File: config.mk
export PLATFORM = sky130hd
export DESIGN_NAME = gpr_regfile
export DESIGN_NICKNAME = d
export VERILOG_FILES = /design/src/verilog/gpr_pkg.sv /design/src/verilog/size_decode.sv /design/src/verilog/gpr_slot.sv /design/src/verilog/gpr_array.sv /design/src/verilog/read_format.sv /design/src/verilog/gpr_regfile.sv
export SDC_FILE = /design/constraint.sdc
export NUM_CORES = 1
export LEC_CHECK = 0
export BUFFER_PORTS_ARGS = -buffer_cell sky130_fd_sc_hd__buf_4
export CAP_MARGIN = 20
export CORE_MARGIN = 5
export CORE_UTILIZATION = 48
export DETAILED_ROUTE_END_ITERATION = 16
export GPL_TIMING_DRIVEN = 0
export PLACE_DENSITY_LB_ADDON = 0.05
export SLEW_MARGIN = 30
export SYNTH_ARGS = -nofsm -noshare
export SYNTH_HDL_FRONTEND = slang
export SYNTH_SLANG_ARGS = --single-unit
File: constraint.sdc
create_clock -name clk -period 1.99 [get_ports clk]
set_clock_uncertainty 0.15 [all_clocks]
set_input_delay 0.0995 -clock clk [delete_from_list [all_inputs] [get_ports clk]]
set_output_delay 0.0995 -clock clk [all_outputs]
set_load 0.02 [all_outputs]
File: src/verilog/gpr_pkg.sv
package gpr_pkg;

    // Register file geometry
    localparam int NUM_REGS = 8;
    localparam int IDX_W    = 3;
    localparam int DATA_W   = 32;
    localparam int TAG_W    = 7;
    localparam int NUM_SECT = 3;

    // Section positions inside a section-enable vector
    localparam int SECT_E = 2;
    localparam int SECT_H = 1;
    localparam int SECT_L = 0;

    // Access size where code 2'b11 is illegal
    typedef enum logic [1:0] {
        SIZE_BYTE  = 2'd0,
        SIZE_WORD  = 2'd1,
        SIZE_DWORD = 2'd2
    } size_t;

    // Producer tag id
    typedef logic [TAG_W-1:0] tag_t;

    // One enable bit per section in E H L order
    typedef logic [NUM_SECT-1:0] sect_en_t;

endpackage

File: src/verilog/size_decode.sv
`timescale 1ns/1ps

module size_decode (
    input  logic                                          clk,
    input  logic                                          rst_n,
    input  logic                                          wr_en,
    input  logic [gpr_pkg::IDX_W-1:0]                     wr_idx,
    input  gpr_pkg::size_t                                wr_size,
    input  logic [gpr_pkg::DATA_W-1:0]                    wr_data,
    input  logic                                          alloc_en,
    input  logic [gpr_pkg::IDX_W-1:0]                     alloc_idx,
    input  gpr_pkg::size_t                                alloc_size,
    input  gpr_pkg::tag_t                                 alloc_tag,
    input  logic                                          cdb_en,
    input  gpr_pkg::tag_t                                 cdb_tag,
    input  logic                                          flush,
    input  logic                                          rd_en,
    input  logic [gpr_pkg::IDX_W-1:0]                     rd_idx,
    input  gpr_pkg::size_t                                rd_size,
    output gpr_pkg::sect_en_t [gpr_pkg::NUM_REGS-1:0]     wr_sect,
    output logic [gpr_pkg::DATA_W-1:0]                    wr_word,
    output gpr_pkg::sect_en_t [gpr_pkg::NUM_REGS-1:0]     alloc_sect,
    output gpr_pkg::tag_t                                 alloc_tag_q,
    output logic                                          cdb_en_q,
    output gpr_pkg::tag_t                                 cdb_tag_q,
    output logic                                          flush_q,
    output logic                                          rd_en_q,
    output logic [gpr_pkg::IDX_W-1:0]                     rd_slot,
    output gpr_pkg::sect_en_t                             rd_sect,
    output logic                                          rd_high_byte
);

    import gpr_pkg::*;

    // Byte index 4-7 folds onto register index-4
    function automatic logic [IDX_W-1:0] slot_of(input logic [IDX_W-1:0] idx, input size_t size);
        slot_of = (size == SIZE_BYTE) ? {1'b0, idx[IDX_W-2:0]} : idx;
    endfunction

    function automatic sect_en_t sect_of(input logic [IDX_W-1:0] idx, input size_t size);
        sect_en_t s;
        s = '0;
        case (size)
            SIZE_BYTE: begin
                if (idx[IDX_W-1]) begin
                    s[SECT_H] = 1'b1;
                end else begin
                    s[SECT_L] = 1'b1;
                end
            end
            SIZE_WORD: begin
                s[SECT_H] = 1'b1;
                s[SECT_L] = 1'b1;
            end
            SIZE_DWORD: s = '1;
            default:    s = '0;
        endcase
        return s;
    endfunction

    logic [IDX_W-1:0] wr_slot_d;
    logic [IDX_W-1:0] alloc_slot_d;
    sect_en_t         wr_sect_d;
    sect_en_t         alloc_sect_d;
    logic             wr_high;

    always_comb begin
        wr_slot_d    = slot_of(wr_idx, wr_size);
        wr_sect_d    = sect_of(wr_idx, wr_size);
        alloc_slot_d = slot_of(alloc_idx, alloc_size);
        alloc_sect_d = sect_of(alloc_idx, alloc_size);
        wr_high      = (wr_size == SIZE_BYTE) && wr_idx[IDX_W-1];
    end

    always_ff @(posedge clk) begin
        if (!rst_n) begin
            wr_sect    <= '0;
            alloc_sect <= '0;
            cdb_en_q   <= 1'b0;
            flush_q    <= 1'b0;
            rd_en_q    <= 1'b0;
        end else begin
            for (int r = 0; r < NUM_REGS; r++) begin
                wr_sect[r]    <= (wr_en && wr_slot_d == IDX_W'(r)) ? wr_sect_d : '0;
                alloc_sect[r] <= (alloc_en && alloc_slot_d == IDX_W'(r)) ? alloc_sect_d : '0;
            end
            cdb_en_q <= cdb_en;
            flush_q  <= flush;
            rd_en_q  <= rd_en;
        end
    end

    // High byte data moves into the H lane
    always_ff @(posedge clk) begin
        wr_word      <= wr_high ? {wr_data[31:16], wr_data[7:0], wr_data[7:0]} : wr_data;
        alloc_tag_q  <= alloc_tag;
        cdb_tag_q    <= cdb_tag;
        rd_slot      <= slot_of(rd_idx, rd_size);
        rd_sect      <= sect_of(rd_idx, rd_size);
        rd_high_byte <= (rd_size == SIZE_BYTE) && rd_idx[IDX_W-1];
    end

    a_wr_size_legal: assert property (@(posedge clk) disable iff (!rst_n)
        wr_en |-> wr_size inside {SIZE_BYTE, SIZE_WORD, SIZE_DWORD})
        else $error("illegal write size");

    a_alloc_size_legal: assert property (@(posedge clk) disable iff (!rst_n)
        alloc_en |-> alloc_size inside {SIZE_BYTE, SIZE_WORD, SIZE_DWORD})
        else $error("illegal allocate size");

    a_rd_size_legal: assert property (@(posedge clk) disable iff (!rst_n)
        rd_en |-> rd_size inside {SIZE_BYTE, SIZE_WORD, SIZE_DWORD})
        else $error("illegal read size");

endmodule

File: src/verilog/gpr_slot.sv
`timescale 1ns/1ps

module gpr_slot (
    input  logic                                         clk,
    input  logic                                         rst_n,
    input  gpr_pkg::sect_en_t                            wr_sect,
    input  logic [gpr_pkg::DATA_W-1:0]                   wr_word,
    input  gpr_pkg::sect_en_t                            alloc_sect,
    input  gpr_pkg::tag_t                                alloc_tag,
    input  logic                                         cdb_en,
    input  gpr_pkg::tag_t                                cdb_tag,
    input  logic                                         flush,
    output logic [gpr_pkg::DATA_W-1:0]                   data,
    output gpr_pkg::sect_en_t                            tag_v,
    output gpr_pkg::tag_t [gpr_pkg::NUM_SECT-1:0]        tags
);

    import gpr_pkg::*;

    // E, H and L data sections
    always_ff @(posedge clk) begin
        if (!rst_n) begin
            data <= '0;
        end else begin
            if (wr_sect[SECT_E]) begin
                data[31:16] <= wr_word[31:16];
            end
            if (wr_sect[SECT_H]) begin
                data[15:8] <= wr_word[15:8];
            end
            if (wr_sect[SECT_L]) begin
                data[7:0] <= wr_word[7:0];
            end
        end
    end

    // Flush first, then allocate, then a matching broadcast
    always_ff @(posedge clk) begin
        if (!rst_n) begin
            tag_v <= '0;
        end else begin
            for (int s = 0; s < NUM_SECT; s++) begin
                if (flush) begin
                    tag_v[s] <= 1'b0;
                end else if (alloc_sect[s]) begin
                    tag_v[s] <= 1'b1;
                end else if (cdb_en && tags[s] == cdb_tag) begin
                    tag_v[s] <= 1'b0;
                end
            end
        end
    end

    // Tag ids load on allocation
    always_ff @(posedge clk) begin
        for (int s = 0; s < NUM_SECT; s++) begin
            if (alloc_sect[s]) begin
                tags[s] <= alloc_tag;
            end
        end
    end

    a_flush_clears: assert property (@(posedge clk) disable iff (!rst_n)
        flush |=> tag_v == '0)
        else $error("valid bit survived a flush");

endmodule

File: src/verilog/gpr_array.sv
`timescale 1ns/1ps

module gpr_array (
    input  logic                                         clk,
    input  logic                                         rst_n,
    input  gpr_pkg::sect_en_t [gpr_pkg::NUM_REGS-1:0]    wr_sect,
    input  logic [gpr_pkg::DATA_W-1:0]                   wr_word,
    input  gpr_pkg::sect_en_t [gpr_pkg::NUM_REGS-1:0]    alloc_sect,
    input  gpr_pkg::tag_t                                alloc_tag_q,
    input  logic                                         cdb_en_q,
    input  gpr_pkg::tag_t                                cdb_tag_q,
    input  logic                                         flush_q,
    input  logic                                         rd_en_q,
    input  logic [gpr_pkg::IDX_W-1:0]                    rd_slot,
    input  gpr_pkg::sect_en_t                            rd_sect,
    input  logic                                         rd_high_byte,
    output logic                                         cap_valid,
    output logic [gpr_pkg::DATA_W-1:0]                   cap_data,
    output gpr_pkg::sect_en_t                            cap_sect,
    output logic                                         cap_high_byte,
    output gpr_pkg::sect_en_t                            cap_tag_v,
    output gpr_pkg::tag_t [gpr_pkg::NUM_SECT-1:0]        cap_tags
);

    import gpr_pkg::*;

    logic [DATA_W-1:0]         slot_data  [NUM_REGS];
    sect_en_t                  slot_tag_v [NUM_REGS];
    tag_t [NUM_SECT-1:0]       slot_tags  [NUM_REGS];

    for (genvar g = 0; g < NUM_REGS; g++) begin : g_slot
        gpr_slot u_slot (
            .clk        (clk),
            .rst_n      (rst_n),
            .wr_sect    (wr_sect[g]),
            .wr_word    (wr_word),
            .alloc_sect (alloc_sect[g]),
            .alloc_tag  (alloc_tag_q),
            .cdb_en     (cdb_en_q),
            .cdb_tag    (cdb_tag_q),
            .flush      (flush_q),
            .data       (slot_data[g]),
            .tag_v      (slot_tag_v[g]),
            .tags       (slot_tags[g])
        );
    end

    always_ff @(posedge clk) begin
        if (!rst_n) begin
            cap_valid <= 1'b0;
        end else begin
            cap_valid <= rd_en_q;
        end
    end

    // Slot outputs still hold the state from before this edge
    always_ff @(posedge clk) begin
        cap_data      <= slot_data[rd_slot];
        cap_tag_v     <= slot_tag_v[rd_slot];
        cap_tags      <= slot_tags[rd_slot];
        cap_sect      <= rd_sect;
        cap_high_byte <= rd_high_byte;
    end

endmodule

File: src/verilog/read_format.sv
`timescale 1ns/1ps

module read_format (
    input  logic                                         clk,
    input  logic                                         rst_n,
    input  logic                                         cap_valid,
    input  logic [gpr_pkg::DATA_W-1:0]                   cap_data,
    input  gpr_pkg::sect_en_t                            cap_sect,
    input  logic                                         cap_high_byte,
    input  gpr_pkg::sect_en_t                            cap_tag_v,
    input  gpr_pkg::tag_t [gpr_pkg::NUM_SECT-1:0]        cap_tags,
    output logic                                         rd_valid,
    output logic [gpr_pkg::DATA_W-1:0]                   rd_data,
    output logic                                         rd_busy,
    output gpr_pkg::tag_t                                rd_tag
);

    import gpr_pkg::*;

    logic [DATA_W-1:0] field;
    sect_en_t          pend;
    tag_t              tag_d;

    // Size follows from the touched sections
    always_comb begin
        if (cap_sect[SECT_E]) begin
            field = cap_data;
        end else if (cap_sect[SECT_H] && cap_sect[SECT_L]) begin
            field = {{16{cap_data[15]}}, cap_data[15:0]};
        end else if (cap_high_byte) begin
            field = {{24{cap_data[15]}}, cap_data[15:8]};
        end else begin
            field = {{24{cap_data[7]}}, cap_data[7:0]};
        end
    end

    // Most significant pending section wins
    always_comb begin
        pend = cap_tag_v & cap_sect;
        if (pend[SECT_E]) begin
            tag_d = cap_tags[SECT_E];
        end else if (pend[SECT_H]) begin
            tag_d = cap_tags[SECT_H];
        end else if (pend[SECT_L]) begin
            tag_d = cap_tags[SECT_L];
        end else begin
            tag_d = '0;
        end
    end

    always_ff @(posedge clk) begin
        if (!rst_n) begin
            rd_valid <= 1'b0;
        end else begin
            rd_valid <= cap_valid;
        end
    end

    always_ff @(posedge clk) begin
        rd_data <= field;
        rd_busy <= |pend;
        rd_tag  <= tag_d;
    end

endmodule

File: src/verilog/gpr_regfile.sv
`timescale 1ns/1ps

module gpr_regfile (
    input  logic                          clk,
    input  logic                          rst_n,
    input  logic                          wr_en,
    input  logic [gpr_pkg::IDX_W-1:0]     wr_idx,
    input  gpr_pkg::size_t                wr_size,
    input  logic [gpr_pkg::DATA_W-1:0]    wr_data,
    input  logic                          alloc_en,
    input  logic [gpr_pkg::IDX_W-1:0]     alloc_idx,
    input  gpr_pkg::size_t                alloc_size,
    input  gpr_pkg::tag_t                 alloc_tag,
    input  logic                          cdb_en,
    input  gpr_pkg::tag_t                 cdb_tag,
    input  logic                          flush,
    input  logic                          rd_en,
    input  logic [gpr_pkg::IDX_W-1:0]     rd_idx,
    input  gpr_pkg::size_t                rd_size,
    output logic                          rd_valid,
    output logic [gpr_pkg::DATA_W-1:0]    rd_data,
    output logic                          rd_busy,
    output gpr_pkg::tag_t                 rd_tag
);

    import gpr_pkg::*;

    // Decode to array
    sect_en_t [NUM_REGS-1:0] wr_sect;
    logic [DATA_W-1:0]       wr_word;
    sect_en_t [NUM_REGS-1:0] alloc_sect;
    tag_t                    alloc_tag_q;
    logic                    cdb_en_q;
    tag_t                    cdb_tag_q;
    logic                    flush_q;
    logic                    rd_en_q;
    logic [IDX_W-1:0]        rd_slot;
    sect_en_t                rd_sect;
    logic                    rd_high_byte;

    // Array to format
    logic                    cap_valid;
    logic [DATA_W-1:0]       cap_data;
    sect_en_t                cap_sect;
    logic                    cap_high_byte;
    sect_en_t                cap_tag_v;
    tag_t [NUM_SECT-1:0]     cap_tags;

    size_decode u_decode (
        .clk          (clk),
        .rst_n        (rst_n),
        .wr_en        (wr_en),
        .wr_idx       (wr_idx),
        .wr_size      (wr_size),
        .wr_data      (wr_data),
        .alloc_en     (alloc_en),
        .alloc_idx    (alloc_idx),
        .alloc_size   (alloc_size),
        .alloc_tag    (alloc_tag),
        .cdb_en       (cdb_en),
        .cdb_tag      (cdb_tag),
        .flush        (flush),
        .rd_en        (rd_en),
        .rd_idx       (rd_idx),
        .rd_size      (rd_size),
        .wr_sect      (wr_sect),
        .wr_word      (wr_word),
        .alloc_sect   (alloc_sect),
        .alloc_tag_q  (alloc_tag_q),
        .cdb_en_q     (cdb_en_q),
        .cdb_tag_q    (cdb_tag_q),
        .flush_q      (flush_q),
        .rd_en_q      (rd_en_q),
        .rd_slot      (rd_slot),
        .rd_sect      (rd_sect),
        .rd_high_byte (rd_high_byte)
    );

    gpr_array u_array (
        .clk           (clk),
        .rst_n         (rst_n),
        .wr_sect       (wr_sect),
        .wr_word       (wr_word),
        .alloc_sect    (alloc_sect),
        .alloc_tag_q   (alloc_tag_q),
        .cdb_en_q      (cdb_en_q),
        .cdb_tag_q     (cdb_tag_q),
        .flush_q       (flush_q),
        .rd_en_q       (rd_en_q),
        .rd_slot       (rd_slot),
        .rd_sect       (rd_sect),
        .rd_high_byte  (rd_high_byte),
        .cap_valid     (cap_valid),
        .cap_data      (cap_data),
        .cap_sect      (cap_sect),
        .cap_high_byte (cap_high_byte),
        .cap_tag_v     (cap_tag_v),
        .cap_tags      (cap_tags)
    );

    read_format u_format (
        .clk           (clk),
        .rst_n         (rst_n),
        .cap_valid     (cap_valid),
        .cap_data      (cap_data),
        .cap_sect      (cap_sect),
        .cap_high_byte (cap_high_byte),
        .cap_tag_v     (cap_tag_v),
        .cap_tags      (cap_tags),
        .rd_valid      (rd_valid),
        .rd_data       (rd_data),
        .rd_busy       (rd_busy),
        .rd_tag        (rd_tag)
    );

endmodule

==> metrics <==
final antenna-violating net count 0; placed insts roughly 2800; fraction of final layout cells sized beyond drive strength 1 20.1%; Post-synth EDFFs about 170; count of max-cap constraint violations 0; clock tree from TritonCTS built; dominant register cell in the synthesized netlist sky130_fd_sc_hd__dfxtp_1; Least-Margin Pin Slew 0.995 ns; GR Util All Layers 24.3%; via total after detailed routing 16500; Avg Synthesized Cell Area 13.3 sq um; DRT Wirelength approximately 74000 microns; critical path launch point u_decode.rd_slot[0]$_DFF_P_; commonest non-fill, non-tap cells in the layout 469 x sky130_fd_sc_hd__dfxtp_1, 260 x sky130_fd_sc_hd__nor2b_1, 257 x sky130_fd_sc_hd__mux2i_1; IR drop worst, VDD 0.000664 V; RSZ-0062 raised after global routing yes; count of non-filler cells in the finished layout between 3000 and 4000; aggregate global routing overflow 0; max-slew headroom at the worst pin 33.7%; fraction of synthesized cell area in xor and xnor cells 5.61%; Die Y about 240 microns; detailed-route vias per instance 5.48; clock edge transition at the registers on the reported setup and hold paths 0.06 ns; root buffer cell sky130_fd_sc_hd__clkbuf_16; Post-Syn Area approximately 26000 sq um; critical register-to-register path startpoint u_decode.rd_slot[0]$_DFF_P_; nature of the critical path startpoint flop; Power per Cell Area 930 nW/um^2; combinational family with the most area after synthesis multiplexers; sequential-to-total area share from yosys stat 56.4%; fill cell total of the finished layout between 4000 and 5000; adder-cell area share of the yosys netlist 0.430%; clock period minus worst slack 1.97 ns; Final Hold Fails 0; crit-path max FO 7; Final period util roughly 99%; worst hold start rst_n; effective utilization at floorplan 48.6%; Layout Area Growth over Synthesis 20.7%; RePlAce Congestion 0.892; Synth Area in Compound Gates 2.41%; number of synthesized register bits 654; routed len/inst 24.5 microns; proportion of synthesized flip-flops having asynchronous set or reset 0%; Critical Path End Type flop; maximum clock frequency 508 MHz; library cell occupying the most area in the post-synthesis netlist sky130_fd_sc_hd__dfxtp_1; maximum clock path buffer count 3; fraction of the core area covered by cells at the end of the flow 58.7%; DPL Wire Length 49000 microns; Initial DRT Pass Iterations 6; width of the die between 200 and 250 microns; Max Transition Viols Final 0; count of boundary I/O pins 109; number of nets produced by synthesis 2045; area of the core region 53900 sq um; Die ar. 59400 sq um; Initial DRC Count approximately 1300; setup violation total in the final timing report 0; Tightest Hold Check Type primary input to flop; area share of and/or/nand/nor cells after synthesis 9.47%; total clock sinks roughly 650; wire length of the first global-routing pass 109000 microns; number of nets in the layout 2336; proportion of synthesized area in mux cells 22.4%; largest net degree at the start of global routing 25; Residual DRC 0; insertion delay of the later-clocked pin in the worst-skew pair about 0.6 ns; count of warnings emitted by yosys 0; top cells by area in the synthesized netlist sky130_fd_sc_hd__dfxtp_1 37%, sky130_fd_sc_hd__edfxtp_1 19%, sky130_fd_sc_hd__mux2i_1 9.8%; number of placement rows 85; Port Buffer Count 105; cts bufs inserted 72; Worst Setup Path Type flop to flop; vias in the first global route ~17000; Unique masters post-synth 38; Leak Pwr 0.0111 uW; # H-tree levels 3; Cells after Synth 1968; result of the run finished, final reports clean; commonest non-fill, non-tap cell in the layout sky130_fd_sc_hd__dfxtp_1; number of antenna violations at the first check in global routing 2; share of the synthesized area in the top cell type a little under two fifths; arrival time at the worst endpoint 2.30 ns; Crit path required time 2.32 ns
[flip-flops by register name, indices dropped and copies added, names as in the netlist, 21 cells and up]
register                     count
u_array.g_slot.u_slot.data     256
u_array.g_slot.u_slot.tags     168
u_array.cap_data                32
u_decode.wr_word                32
u_format.rd_data                32
u_array.g_slot.u_slot.tag_v     24
u_decode.alloc_sect             24
u_decode.wr_sect                24
u_array.cap_tags                21
[timing repair]
item,4_1_cts,5_1_grt
endpoints found under the setup margin,117,52
cloned,1,2
gates resized for setup,50,23
hold endpoints to repair,104,0
setup buffers,3,0
hold buffers,115,0
[metal layers]
metal  track usage, %  vias up  wire, microns
met4             5.28        0           1430
met1             35.1     8289          33600
li1                 -     7540              -
met3             6.38      101           5800
met5                0        -              0
met2             37.4      560          33100
[cells by family after synthesis]
logic type	after synthesis
DFF	654
buffers and inverters	181
AOI/OAI and AO/OA	97
adders and majority gates	9
and+or+nand+nor	426
xor gates and xnor gates	168
muxes	433
[worst paths after layout]
check        cells after the start                           endpoint  slack (ns)
max reg2reg                      5       u_array.cap_tag_v[1]$_DFF_P_        0.02
min                              4  u_decode.alloc_sect[1]$_SDFF_PN0_        0.04
max                              5       u_array.cap_tag_v[1]$_DFF_P_        0.02
min reg2reg                      0        u_array.cap_sect[2]$_DFF_P_        0.18
[area by class of cell]
cell class	instances	area [sq um]	share of cell area, %
Inverter	19	71.3	0.225
Clock buffer	108	2170	6.87
Sequential cell	654	14800	46.7
Timing Repair Buffer	226	2050	6.48
Multi-Input combinational cell	1133	10600	33.4
Antenna cell	1	2.50	0.00791
Buffer	153	878	2.77
Tap cell	696	871	2.75
Clock inverter	21	231	0.731
[power by group]
group | total [uW] | switching, uW | internal, uW | leakage, uW
Combinational | 1830 | 972 | 858 | 0.00445
Clock | 13500 | 5360 | 8190 | 0.00119
Sequential | 14100 | 230 | 13800 | 0.00546
Total | 29400 | 6560 | 22900 | 0.0111
[metrics by stage]
stage               worst slack [ns]  total power [uW]  hold WS (ns)  setup TNS (ns)  area [sq um]
floorplan                      0.196             15200       -0.0228               0         26200
global placement              -0.880             15900        0.0539         -107.65         27900
detailed placement            -0.854             15900        0.0551         -110.28         27900
CTS                          -0.0151             29600       0.00665         -0.0620         31600
global route                 0.00160             30300        0.0631               0         31700
finish                        0.0234             29400        0.0357               0         31700
[Yosys cell counts, drive strengths merged, types with 16 or more instances]
master	count
o21ai	43
nand2	39
edfxtp	168
mux2i	257
a41oi	19
dfxtp	486
xor2	95
mux4	112
nor3b	22
buf	70
inv	18
mux2	64
nor2b	261
xnor2	73
nor4	27
clkbuf	92
nor2	40
a21o	16
[critical path: stages (launching register included)]
cell                      delay, ns
sky130_fd_sc_hd__dfxtp_2       0.32
sky130_fd_sc_hd__buf_6         0.14
sky130_fd_sc_hd__buf_12        0.17
sky130_fd_sc_hd__buf_16        0.16
sky130_fd_sc_hd__mux4_2        0.57
sky130_fd_sc_hd__mux2_4        0.31
No activity file was read; power rests on OpenSTA's default activity.
